==> src/design/rs_pkg.sv <==
/*
 * Shared widths, opcode and functional-unit enums for the issue cluster
 * Dispatch, load, issue and common data bus structs
 */

package rs_pkg;

	localparam int data_width = 64;                // Operand and result width
	localparam int tag_bits   = 5;                 // Destination tag width, 32 in flight

	typedef enum logic [2:0]
	{
		OP_ADD = 3'd0,                             // a + b
		OP_SUB = 3'd1,                             // a - b
		OP_AND = 3'd2,                             // a & b
		OP_XOR = 3'd3,                             // a ^ b
		OP_MUL = 3'd4                              // Low half of a * b
	} op_code_t;

	typedef enum logic
	{
		FU_ALU = 1'b0,                             // Single-cycle ALU
		FU_MUL = 1'b1                              // Iterative multiplier
	} fu_select_t;

	// One instruction as handed in by the dispatcher
	typedef struct packed
	{
		op_code_t                op;
		logic [tag_bits-1:0]     dest_tag;         // Tag of the result
		logic [data_width-1:0]   opa;              // Value, or tag in low bits
		logic                    opa_valid;        // Set when opa is a value
		logic [data_width-1:0]   opb;              // Value, or tag in low bits
		logic                    opb_valid;        // Set when opb is a value
	} dispatch_packet_t;

	typedef struct packed
	{
		dispatch_packet_t        pkt;              // Instruction as dispatched
		fu_select_t              fu;               // Decoded unit class
	} rs_load_t;

	typedef struct packed
	{
		op_code_t                op;
		logic [tag_bits-1:0]     dest_tag;
		logic [data_width-1:0]   opa;
		logic [data_width-1:0]   opb;
	} issue_packet_t;

	typedef struct packed
	{
		logic                    valid;            // Broadcast this cycle
		logic [tag_bits-1:0]     tag;              // Tag of the result
		logic [data_width-1:0]   value;            // Result value
	} cdb_t;

endpackage

==> src/design/dispatch_port.sv <==
/*
 * Four-phase req/ack receiver for the dispatcher
 * Decodes the unit class and registers one load into the station
 */
`timescale 1ns/1ps

module dispatch_port
(
	input  logic                      clock,
	input  logic                      reset,
	input  logic                      dispatch_req,     // Held high with a stable packet
	input  rs_pkg::dispatch_packet_t  dispatch_packet,
	output logic                      dispatch_ack,
	input  logic                      station_free,     // Some entry is free
	output logic                      load_valid,       // One-cycle load pulse
	output rs_pkg::rs_load_t          load_data
);
	import rs_pkg::*;

	typedef enum logic
	{
		IDLE,                                          // Waiting for req
		ACKED                                          // Ack high until req drops
	} port_state_t;

	port_state_t state;

	always_ff @(posedge clock)
	begin
		load_valid <= 1'b0;                            // Pulse by default
		if (reset)
		begin
			state        <= IDLE;
			dispatch_ack <= 1'b0;
		end
		else
		begin
			case (state)
				IDLE:
				begin
					if (dispatch_req && station_free)  // Full station holds off ack
					begin
						load_valid   <= 1'b1;
						dispatch_ack <= 1'b1;
						state        <= ACKED;
					end
				end
				ACKED:
				begin
					if (!dispatch_req)                 // Return to zero
					begin
						dispatch_ack <= 1'b0;
						state        <= IDLE;
					end
				end
				default:
					state <= IDLE;
			endcase
		end
	end

	// Payload capture, taken with the accepting edge
	always_ff @(posedge clock)
	begin
		if (state == IDLE && dispatch_req)
		begin
			load_data.pkt <= dispatch_packet;
			load_data.fu  <= (dispatch_packet.op == OP_MUL) ? FU_MUL : FU_ALU;
		end
	end

	// Req still up in the cycle ack rises
	assert property (@(posedge clock) disable iff (reset)
		$rose(dispatch_ack) |-> dispatch_req);

endmodule

==> src/design/rs_entry.sv <==
/*
 * One reservation-station entry
 * Operand capture by tag from two CDBs, readiness split by unit class
 */
`timescale 1ns/1ps

module rs_entry
(
	input  logic                   clock,
	input  logic                   reset,
	input  logic                   load,           // Take load_data this edge
	input  rs_pkg::rs_load_t       load_data,
	input  rs_pkg::cdb_t           cdb1,           // ALU results
	input  rs_pkg::cdb_t           cdb2,           // Multiplier results
	input  logic                   issue,          // Sent to a unit, frees entry
	output logic                   ready_alu,
	output logic                   ready_mul,
	output logic                   free,
	output rs_pkg::issue_packet_t  entry
);
	import rs_pkg::*;

	logic      in_use;                             // Entry holds an instruction
	rs_load_t  slot;                               // Held instruction
	logic      operands_ready;                     // Both operands are values

	// Replace a waiting operand with a matching broadcast
	function automatic logic [data_width:0] snoop_operand
	(
		input logic [data_width-1:0] value,
		input logic                  valid,
		input cdb_t                  bus1,
		input cdb_t                  bus2
	);
		logic [data_width:0] result;
		result = {valid, value};
		if (!valid && bus1.valid && bus1.tag == value[tag_bits-1:0])
			result = {1'b1, bus1.value};
		else if (!valid && bus2.valid && bus2.tag == value[tag_bits-1:0])
			result = {1'b1, bus2.value};
		return result;
	endfunction

	//////////////////////////////////////////////////////////////////////
	// Status and issue view
	//////////////////////////////////////////////////////////////////////

	assign free           = !in_use;
	assign operands_ready = in_use && slot.pkt.opa_valid && slot.pkt.opb_valid;
	assign ready_alu      = operands_ready && (slot.fu == FU_ALU);
	assign ready_mul      = operands_ready && (slot.fu == FU_MUL);

	assign entry.op       = slot.pkt.op;
	assign entry.dest_tag = slot.pkt.dest_tag;
	assign entry.opa      = slot.pkt.opa;
	assign entry.opb      = slot.pkt.opb;

	//////////////////////////////////////////////////////////////////////
	// Occupancy
	//////////////////////////////////////////////////////////////////////

	always_ff @(posedge clock)
	begin
		if (reset)
			in_use <= 1'b0;
		else if (load)
			in_use <= 1'b1;
		else if (issue)
			in_use <= 1'b0;                        // Handed to a unit
	end

	// Instruction and operand capture
	always_ff @(posedge clock)
	begin
		if (load)
		begin
			slot.pkt.op       <= load_data.pkt.op;
			slot.pkt.dest_tag <= load_data.pkt.dest_tag;
			slot.fu           <= load_data.fu;
			{slot.pkt.opa_valid, slot.pkt.opa} <= snoop_operand(load_data.pkt.opa,
				load_data.pkt.opa_valid, cdb1, cdb2);  // Same-cycle broadcast taken too
			{slot.pkt.opb_valid, slot.pkt.opb} <= snoop_operand(load_data.pkt.opb,
				load_data.pkt.opb_valid, cdb1, cdb2);
		end
		else if (in_use)
		begin
			{slot.pkt.opa_valid, slot.pkt.opa} <= snoop_operand(slot.pkt.opa,
				slot.pkt.opa_valid, cdb1, cdb2);       // Wakeup from either bus
			{slot.pkt.opb_valid, slot.pkt.opb} <= snoop_operand(slot.pkt.opb,
				slot.pkt.opb_valid, cdb1, cdb2);
		end
	end

	// Allocation picks free entries only
	assert property (@(posedge clock) disable iff (reset)
		load |-> !in_use);

	// Selection only issues an entry that was ready
	assert property (@(posedge clock) disable iff (reset)
		issue |-> (ready_alu || ready_mul));

endmodule

==> src/design/rs_station.sv <==
/*
 * Reservation station built from rs_entries entries
 * Lowest-index free allocation and lowest-index issue per unit
 */
`timescale 1ns/1ps

module rs_station
#(
	parameter int rs_entries = 4                   // Number of entries, 2 to 8
)
(
	input  logic                   clock,
	input  logic                   reset,
	input  logic                   load_valid,     // Load pulse from dispatch
	input  rs_pkg::rs_load_t       load_data,
	input  rs_pkg::cdb_t           cdb1,
	input  rs_pkg::cdb_t           cdb2,
	output logic                   station_free,   // Any entry free
	input  logic                   mult_available, // Multiplier idle
	output logic                   alu_issue_valid,
	output rs_pkg::issue_packet_t  alu_issue,
	output logic                   mult_issue_valid,
	output rs_pkg::issue_packet_t  mult_issue
);
	import rs_pkg::*;

	localparam int idx_bits = (rs_entries > 1) ? $clog2(rs_entries) : 1;

	logic [rs_entries-1:0]  free;                  // Per entry status
	logic [rs_entries-1:0]  ready_alu;
	logic [rs_entries-1:0]  ready_mul;
	logic [rs_entries-1:0]  load_vec;              // One-hot load
	logic [rs_entries-1:0]  issue_vec;             // Issue pulses back to entries
	issue_packet_t          entry_pkt [rs_entries];
	logic [idx_bits-1:0]    free_idx;              // Lowest free entry
	logic [idx_bits-1:0]    alu_idx;               // Lowest ready ALU entry
	logic [idx_bits-1:0]    mul_idx;               // Lowest ready multiply entry

	//////////////////////////////////////////////////////////////////////
	// Priority selection
	//////////////////////////////////////////////////////////////////////

	always_comb
	begin
		free_idx = '0;
		alu_idx  = '0;
		mul_idx  = '0;
		for (int i = rs_entries - 1; i >= 0; i--)  // Downward scan, lowest wins
		begin
			if (free[i])
				free_idx = idx_bits'(i);
			if (ready_alu[i])
				alu_idx = idx_bits'(i);
			if (ready_mul[i])
				mul_idx = idx_bits'(i);
		end
	end

	assign station_free     = |free;
	assign alu_issue_valid  = |ready_alu;          // ALU always accepts
	assign mult_issue_valid = (|ready_mul) && mult_available;
	assign alu_issue        = entry_pkt[alu_idx];
	assign mult_issue       = entry_pkt[mul_idx];

	always_comb
	begin
		for (int i = 0; i < rs_entries; i++)
		begin
			load_vec[i]  = load_valid && (free_idx == idx_bits'(i));
			issue_vec[i] = (alu_issue_valid && (alu_idx == idx_bits'(i)))
				|| (mult_issue_valid && (mul_idx == idx_bits'(i)));
		end
	end

	//////////////////////////////////////////////////////////////////////
	// Entry array
	//////////////////////////////////////////////////////////////////////

	for (genvar g = 0; g < rs_entries; g++)
	begin : gen_entry
		rs_entry rs_entry_inst
		(
			.clock     (clock),
			.reset     (reset),
			.load      (load_vec[g]),
			.load_data (load_data),                // Shared load bus
			.cdb1      (cdb1),
			.cdb2      (cdb2),
			.issue     (issue_vec[g]),
			.ready_alu (ready_alu[g]),
			.ready_mul (ready_mul[g]),
			.free      (free[g]),
			.entry     (entry_pkt[g])
		);
	end

	// Dispatch checked fullness one edge earlier, nothing may have taken it since
	assert property (@(posedge clock) disable iff (reset)
		load_valid |-> station_free);

endmodule

==> src/design/alu_unit.sv <==
/*
 * Single-cycle ALU with add, subtract, and, xor
 * Result and tag registered onto CDB1
 */
`timescale 1ns/1ps

module alu_unit
(
	input  logic                   clock,
	input  logic                   reset,
	input  logic                   issue_valid,
	input  rs_pkg::issue_packet_t  issue,
	output rs_pkg::cdb_t           cdb1
);
	import rs_pkg::*;

	logic [data_width-1:0] result;                 // Combinational result

	always_comb
	begin
		case (issue.op)
			OP_ADD:  result = issue.opa + issue.opb;
			OP_SUB:  result = issue.opa - issue.opb;
			OP_AND:  result = issue.opa & issue.opb;
			OP_XOR:  result = issue.opa ^ issue.opb;
			default: result = '0;                  // Multiply goes elsewhere
		endcase
	end

	always_ff @(posedge clock)
	begin
		if (reset)
			cdb1.valid <= 1'b0;
		else
			cdb1.valid <= issue_valid;             // One-cycle broadcast
		cdb1.tag   <= issue.dest_tag;
		cdb1.value <= result;
	end

endmodule

==> src/design/mult_unit.sv <==
/*
 * Iterative radix-16 multiplier, low 64 bits of the product
 * 16 shift-add steps, then one broadcast cycle on CDB2
 */
`timescale 1ns/1ps

module mult_unit
(
	input  logic                   clock,
	input  logic                   reset,
	input  logic                   start,          // Accept issue this edge
	input  rs_pkg::issue_packet_t  issue,
	output logic                   mult_available,
	output rs_pkg::cdb_t           cdb2
);
	import rs_pkg::*;

	typedef enum logic [1:0]
	{
		IDLE,                                      // No operation
		RUN,                                       // Shift-add steps
		DONE                                       // Broadcasting result
	} mult_state_t;

	mult_state_t            state;
	logic [3:0]             step_count;            // Digit being added
	logic [data_width-1:0]  multiplicand;          // Shifts left by 4
	logic [data_width-1:0]  multiplier;            // Shifts right by 4
	logic [data_width-1:0]  acc;                   // Running sum
	logic [tag_bits-1:0]    tag_reg;               // Destination tag
	logic [data_width-1:0]  partial;               // Multiplicand times low digit

	assign mult_available = (state != RUN);        // Free again in the broadcast cycle
	assign partial        = multiplicand * data_width'(multiplier[3:0]);

	always_ff @(posedge clock)
	begin
		if (reset)
		begin
			state      <= IDLE;
			step_count <= '0;
			cdb2.valid <= 1'b0;
		end
		else
		begin
			cdb2.valid <= 1'b0;
			case (state)
				RUN:
				begin
					step_count <= step_count + 4'd1;
					if (step_count == 4'd15)       // Last digit
					begin
						cdb2.valid <= 1'b1;
						state      <= DONE;
					end
				end
				default:                           // IDLE and DONE both accept
				begin
					step_count <= '0;
					state      <= start ? RUN : IDLE;
				end
			endcase
		end
	end

	// Datapath
	always_ff @(posedge clock)
	begin
		if (state != RUN && start)
		begin
			multiplicand <= issue.opa;
			multiplier   <= issue.opb;
			acc          <= '0;
			tag_reg      <= issue.dest_tag;
		end
		else if (state == RUN)
		begin
			acc          <= acc + partial;
			multiplicand <= multiplicand << 4;
			multiplier   <= multiplier >> 4;
		end
		cdb2.tag   <= tag_reg;
		cdb2.value <= acc + partial;               // Taken on the last step
	end

	// Station must hold a multiply while a run is in progress
	assert property (@(posedge clock) disable iff (reset)
		start |-> (state != RUN));

endmodule

==> src/design/rs_cluster.sv <==
/*
 * Issue cluster top level
 * Dispatch port, reservation station, ALU and multiplier
 */
`timescale 1ns/1ps

module rs_cluster
#(
	parameter int rs_entries = 4                   // Station depth
)
(
	input  logic                      clock,
	input  logic                      reset,
	input  logic                      dispatch_req,
	input  rs_pkg::dispatch_packet_t  dispatch_packet,
	output logic                      dispatch_ack,
	output rs_pkg::cdb_t              cdb1,         // ALU results
	output rs_pkg::cdb_t              cdb2          // Multiplier results
);
	import rs_pkg::*;

	logic           load_valid;                    // Dispatch to station
	rs_load_t       load_data;
	logic           station_free;
	logic           mult_available;                // Multiplier to station
	logic           alu_issue_valid;               // Station to units
	issue_packet_t  alu_issue;
	logic           mult_issue_valid;
	issue_packet_t  mult_issue;

	dispatch_port dispatch_port_inst
	(
		.clock           (clock),
		.reset           (reset),
		.dispatch_req    (dispatch_req),
		.dispatch_packet (dispatch_packet),
		.dispatch_ack    (dispatch_ack),
		.station_free    (station_free),
		.load_valid      (load_valid),
		.load_data       (load_data)
	);

	rs_station #(.rs_entries(rs_entries)) rs_station_inst
	(
		.clock            (clock),
		.reset            (reset),
		.load_valid       (load_valid),
		.load_data        (load_data),
		.cdb1             (cdb1),
		.cdb2             (cdb2),
		.station_free     (station_free),
		.mult_available   (mult_available),
		.alu_issue_valid  (alu_issue_valid),
		.alu_issue        (alu_issue),
		.mult_issue_valid (mult_issue_valid),
		.mult_issue       (mult_issue)
	);

	alu_unit alu_unit_inst
	(
		.clock       (clock),
		.reset       (reset),
		.issue_valid (alu_issue_valid),
		.issue       (alu_issue),
		.cdb1        (cdb1)
	);

	mult_unit mult_unit_inst
	(
		.clock          (clock),
		.reset          (reset),
		.start          (mult_issue_valid),
		.issue          (mult_issue),
		.mult_available (mult_available),
		.cdb2           (cdb2)
	);

endmodule

==> config.mk <==
export PLATFORM = sky130hd
export DESIGN_NAME = rs_cluster
export DESIGN_NICKNAME = d
export VERILOG_FILES = /design/src/design/rs_pkg.sv /design/src/design/dispatch_port.sv /design/src/design/rs_entry.sv /design/src/design/rs_station.sv /design/src/design/alu_unit.sv /design/src/design/mult_unit.sv /design/src/design/rs_cluster.sv
export SDC_FILE = /design/constraint.sdc
export NUM_CORES = 2
export LEC_CHECK = 0
export ABC_AREA = 1
export BUFFER_PORTS_ARGS = -buffer_cell sky130_fd_sc_hd__clkbuf_2
export CAP_MARGIN = 5
export CORE_MARGIN = 3
export CORE_UTILIZATION = 30
export DETAILED_ROUTE_END_ITERATION = 16
export HOLD_SLACK_MARGIN = 0.15
export SLEW_MARGIN = 40
export SYNTH_ARGS = -nofsm -noshare
export SYNTH_HDL_FRONTEND = slang
export SYNTH_SLANG_ARGS = --single-unit
==> constraint.sdc <==
create_clock -name clock -period 12 [get_ports clock]
set_input_delay 2.4 -clock clock [delete_from_list [all_inputs] [get_ports clock]]
set_output_delay 2.4 -clock clock [all_outputs]
set_load 0.01 [all_outputs]
==> Word-level counts from Yosys, hierarchy flattened <==
Cells that the tools add are included.
{ "word_totals": {"reg_bits": 1045, "input_bits": 141, "output_inout_bits": 141, "elab_cells": 305} }
{ "op_classes": {"addsub": 4, "multipliers": 1, "n_lt_le_gt_ge": 2, "n_eq_ne": 39, "mux": 70, "bitwise": 10, "reduce_logical": 125} }
{ "op_table": {"columns": ["op", "n"], "rows": [
  ["$mux 65", 20],
  ["$mux 130", 8],
  ["$bmux 136 s2", 2],
  ["$mux 136", 2],
  ["$mux 133", 2],
  ["$mux 64", 4],
  ["$pmux 64 s4", 1],
  ["$add 64x64->64", 2],
  ["$eq 5x5->1", 20],
  ["$logic_and 1x1->1", 72],
  ["$and 64x64->64", 1],
  ["$mul 64x4->64", 1],
  ["$sub 64x64->64", 1],
  ["$xor 64x64->64", 1],
  ["$mux 2", 14],
  ["$reduce_bool 3->1", 8],
  ["$reduce_and 2->1", 9],
  ["$reduce_bool 2->1", 9],
  ["$mux 1", 15],
  ["$logic_not 1->1", 14],
  ["$eq 2x2->1 const B", 6],
  ["$reduce_or 4->1", 3],
  ["$eq 2x1->1 const B", 4],
  ["$eq 3x2->1 const B", 2],
  ["14 further kinds", 30]
]} }

==> Depth between registers and ports, before layout <==
{ "depth": {"word_depth": 13, "depth_mapped": 36, "depth_no_buf": 34} }

==> Modules after synthesis <==
Synthesis repeated with hierarchy kept, for this count alone.
{ "unflattened": {"cells_unflattened": 15442, "hier_area_um2": 99250.2} }
{ "by_module_without_submodules": {"columns": ["mod", "n_inst", "cells_each", "area_each_um2", "seq_area_each_um2"], "rows": [
  ["rs_entry", 4, 2028, 13168.9, 4194.0],
  ["mult_unit", 1, 3112, 21694.6, 6796.5],
  ["alu_unit", 1, 2157, 11447.2, 1401.3],
  ["rs_station", 1, 1902, 9131.3, 0.0],
  ["dispatch_port", 1, 159, 4301.6, 4234.1]
]} }

==> Worst setup path after synthesis <==
No wires, ideal clock.
{ "synth_timing": {"path_kind": "input-to-reg", "from": "in dispatch_req", "to": "reg dispatch_port_inst.dispatch_ack", "setup_time_ns": 0.092, "t_arrival_ns": 9.333, "t_required_ns": 11.908, "slack_ns": 2.575, "path_stages": 4, "n_path_buf": 0, "path_cell_list": "inv_1 > nor2_1 > o31ai_1 > a21oi_1"} }
{ "synth_between": {"elab_chain_len": 3, "word_cells_on_any_way": 4, "classes_between": "2 x eq/ne; 2 x reduce/logical"} }
{ "synth_rtl": {"columns": ["item", "line_no", "text"], "rows": [
  ["start: declaration", "rs_cluster.sv:14", "input logic dispatch_req,"],
  ["$logic_and 1x1->1", "dispatch_port.sv:41", "if (dispatch_req && station_free)"],
  ["$ne 2x1->1 (no line)", null, null],
  ["$reduce_and 2->1 (no line) *", null, null],
  ["end signal: assignment", "dispatch_port.sv:34", "dispatch_ack <= 1'b0;"],
  ["end signal: assignment", "dispatch_port.sv:44", "dispatch_ack <= 1'b1;"],
  ["end signal: assignment", "dispatch_port.sv:52", "dispatch_ack <= 1'b0;"],
  ["end: declaration", "dispatch_port.sv:13", "output logic dispatch_ack,"]
]} }
Mark *: on every way between the ends. The rest lies on a longest branch, timed or not.
A chain may end at the register's enable or synchronous reset.

==> Final worst setup path <==
{ "layout_timing": {"from": "reg rs_station_inst.gen_entry[0].rs_entry_inst.slot[66] (netlist name)", "to": "reg, netlist name alu_unit_inst.cdb1[60]"} }
{ "layout_between": {"elab_chain_len": 10, "word_cells_on_any_way": 17, "classes_between": "2 x add/sub; 3 x eq/ne; 5 x mux; 3 x bitwise; 4 x reduce/logical"} }
{ "layout_rtl": {"columns": ["item", "line_no", "text"], "rows": [
  ["start: declaration", "rs_entry.sv:24", "rs_load_t slot;"],
  ["$logic_and 1x1->1 * (2 in series)", "rs_entry.sv:49", "assign operands_ready = in_use && slot.pkt.opa_valid && slot.pkt.opb_valid;"],
  ["$logic_and 1x1->1 *", "rs_entry.sv:50", "assign ready_alu = operands_ready && (slot.fu == FU_ALU);"],
  ["$mux 2 *", "rs_station.sv:52", "if (ready_alu[i])"],
  ["$not 2->3 (not written as such) *", "rs_station.sv:62", "assign alu_issue = entry_pkt[alu_idx];"],
  ["$bmux 136 s2 *", "rs_station.sv:62", null],
  ["$mux 136 (not written as such) * (2 in series)", "rs_station.sv:62", null],
  ["$sub 64x64->64 (tied with other cells)", "alu_unit.sv:23", "OP_SUB: result = issue.opa - issue.opb;"],
  ["$pmux 64 s4 *", "alu_unit.sv:21", "case (issue.op)"],
  ["via alu_unit_inst.result[60]", "alu_unit.sv:17", "logic [data_width-1:0] result;"]
]} }
The timed path passes the listed nets; every way through them passes the cells marked *. The select of a mux whose other input is x is not followed.

==> results.sh <==
export IMPL_yosys_top_cells_area="edfxtp_1 (36%), nand2_1 (11%), o211ai_1 (6.9%)"
export IMPL_hold_start="mult_unit_inst.tag_reg[0]"
export IMPL_r2r_cells=31
export IMPL_antenna_found_initial=15
export IMPL_via_per_inst=5.841
export IMPL_clockBufferDepth=3
export IMPL_clock_latency_ns=0.85
export IMPL_tns_ns=0
export IMPL_endpoint_kind="flip-flop"
export IMPL_whs_path_depth=0
export IMPL_whs_endpoint="mult_unit_inst.cdb2[64]"
export IMPL_critPathMaxFanout=47
export IMPL_netlist_area_leader_share_pct=35.95
export IMPL_regArea_sq_um=29210
export IMPL_drt_total_wl_mm=329.4
export IMPL_die_h_microns=486.2
export IMPL_fmax_ghz=0.1244
export IMPL_postCtsSetupBuffers=0
export IMPL_synth_most_common_cell="nand2_1"
export IMPL_clk_pin_slew_ns=0.06
export IMPL_vdd_drop_max_v=0.0001257
export IMPL_start_util_pct=30.29
export IMPL_cts_resized=0
export IMPL_ys_types=60
export IMPL_ys_warnings_count=0
export IMPL_power_mw=14.00
export IMPL_hp_class="reg -> reg"
export IMPL_synth_seq_area_share_pct=42.23
export IMPL_crit_path_start_kind="flip-flop"
export IMPL_slowest_delay_ns=0.71
export IMPL_synth_cells=8320
export IMPL_drc=0
export IMPL_fin_skew_ns=0.05167
export IMPL_multi_input_area_sq_um=35350
export IMPL_firstDrtPassIters=9
export IMPL_cp_slowest_cell="buf_4"
export IMPL_final_cell_count_no_fill=11420
export IMPL_maxSlewHeadroom_pct=33.70
export IMPL_grt_pass1_wl_mm=460.8
export IMPL_grt_pass1_vias=62930
export IMPL_root_buffer="clkbuf_16"
export IMPL_routabilityCongestion=0.9982
export IMPL_wl_per_cell_microns=28.85
export IMPL_drive_above_1_share_pct=8.526
export IMPL_max_slew_worst_pin_slew_ns=0.9946
export IMPL_cts_tree="done"
export IMPL_vias=66680
export IMPL_run_status="completed"
export IMPL_regToRegSetupSlack_ns=3.96
export IMPL_ant_nets=0
export IMPL_worstSetupPathType="reg -> reg"
export IMPL_synth_area_sq_um=69170
export IMPL_core_area_sq_um=228400
export IMPL_std_cell_rows=175
export IMPL_synth_top_area_cell="edfxtp_1"
export IMPL_crit_top_cell="nand2_1"
export IMPL_min_period_ns=8.039
export IMPL_synth_avg_cell_area_sq_um=8.313
export IMPL_yosys_top_cells_count="nand2_1 (1972), o21ai_0 (858), edfxtp_1 (828), inv_1 (650), o211ai_1 (635)"
export IMPL_synth_edf_count=828
export IMPL_synth_nets=8840
export IMPL_final_hold_violation_count=0
export IMPL_portBuffers=281
export IMPL_fin_crit_sh_pct=66.99
export IMPL_fin_nets=8807
export IMPL_worstPathArrival_ns=8.75
export IMPL_largest_reg_flops=544
export IMPL_setup_viol=0
export IMPL_fill_cells=23540
export IMPL_cts_buffers=133
export IMPL_synth_seq_cells=1045
export IMPL_required_ns=12.71
export IMPL_hpwl_mm=236.8
export IMPL_gr_total_overflow=0
export IMPL_synthToLayoutAreaGrowth_pct=12.96
export IMPL_max_cap_violations=0
export IMPL_grt_max_degree=163
export IMPL_async_flop_share_pct=0
export IMPL_slew_violations=0
export IMPL_io_pin_count=282
export IMPL_grt_setup_unrepaired="no"
export IMPL_dieArea_sq_um=236400
export IMPL_cts_hold_buffers=0
export IMPL_path_delay_family="simple AND/OR/NAND/NOR gates"
export IMPL_die_width_microns=486.2
export IMPL_place_inst=11160
export IMPL_final_util_pct=34.21
export IMPL_r2r_end="alu_unit_inst.cdb1[60]"
export IMPL_crit_buf_inv=5
export IMPL_drt_initial_drc_count=9372
export IMPL_ys_flop_type="edfxtp_1"
export IMPL_clock_sinks=1045
export IMPL_p_per_area_nw_per_um2=179.1
export IMPL_p_leak_nw=31.47
export IMPL_track_usage_pct=26.81
export IMPL_ctsHtreeMaxLevel=4
report_power, final:
group          total [mW]  switching, mW  leakage [nW]  internal (mW)
clock                4.18           1.82          2.15           2.36
combinational        4.73           3.15          19.9           1.58
sequential           5.08          0.575          9.40           4.51
per-layer routing:
metal,vias up,track usage (%),wire length [microns]
met2,4299,39.81,138700
met3,756,8.376,40760
met4,4,12.67,17990
li1,29200,-,-
met5,-,0,27
met1,32430,35.36,131900
metrics by stage:
step	hold slack, ns	cell area (sq um)	worst slack [ns]
6_report	0.3419	78130	3.961
5_1_grt	0.3502	78110	3.592
4_1_cts	0.3426	77990	4.225
3_5_place_dp	0.3291	73490	4.248
3_3_place_gp	0.3256	73370	4.282
2_1_floorplan	0.3233	69170	2.575
worst max path at each step:
| stage | endpoint | slack [ns] | start | cells past startpoint |
|---|---|---|---|---|
| floorplan | dispatch_port_inst.dispatch_ack | 2.57 | dispatch_req | 4 |
| global placement | alu_unit_inst.cdb1[40] | 4.28 | flip-flop | 30 |
| detailed placement | alu_unit_inst.cdb1[47] | 4.25 | flip-flop | 30 |
| CTS | alu_unit_inst.cdb1[47] | 4.23 | flip-flop | 30 |
| global route | alu_unit_inst.cdb1[47] | 3.59 | flip-flop | 30 |
| finish | alu_unit_inst.cdb1[60] | 3.96 | flip-flop | 31 |
layout by cell type (no fill, tap or decap), types with 27 or more instances in the layout:
cell | Yosys | layout
xor2_1 | 128 | 128
a22o_1 | 47 | 47
a22oi_1 | 96 | 96
o221ai_1 | 28 | 27
nor2_1 | 549 | 544
nor3_1 | 32 | 32
clkinv_1 | 69 | 85
a41oi_1 | 92 | 92
clkbuf_16 | 0 | 137
nand4_1 | 45 | 45
a221oi_1 | 53 | 53
o22ai_1 | 63 | 63
ha_1 | 196 | 196
fa_1 | 183 | 183
o21ai_1 | 21 | 27
clkbuf_2 | 0 | 281
buf_4 | 4 | 88
clkbuf_1 | 486 | 31
inv_1 | 650 | 646
o211ai_1 | 635 | 635
a21oi_1 | 370 | 370
nand2_1 | 1972 | 1968
o21ai_0 | 858 | 851
edfxtp_1 | 828 | 828
dfxtp_1 | 217 | 216
nand3_1 | 348 | 336
a31oi_1 | 41 | 34
area by class of cell:
type / count / area share, %
inverters: 728 / 3.528
clock inverters: 69 / 1.073
well taps: 3009 / 4.819
flip-flops and latches: 1045 / 37.38
multi-input cells: 5977 / 45.24
repair buffers: 402 / 3.227
clock buffers: 177 / 4.695
diodes: 10 / 0.03203
cells by family (layout without fill, tap and decap cells):
logic type / Yosys count / after routing / share of synthesized area (%)
AOI/OAI and AO/OA: 2401 / 2401 / 21.82
xor gates and xnor gates: 153 / 153 / 1.937
adders and majority gates: 379 / 379 / 8.842
buffers and inverters: 1298 / 1376 / 7.203
DFF: 1045 / 1045 / 42.23
other: 0 / 10 / 0
and+or+nand+nor: 3044 / 3044 / 17.97
worst register-to-register path, delay by kind of cell, from the launching register on:
kind / cells / cell delay, ns
buffers and inverters: 5 / 1.56
XOR/XNOR: 1 / 0.18
AO/OA/AOI/OAI: 3 / 0.40
AND/OR/NAND/NOR: 20 / 4.63
adder cells (fa/ha/maj): 2 / 0.62
flip-flops: 1 / 0.51
(Power assumes the default switching activity.)
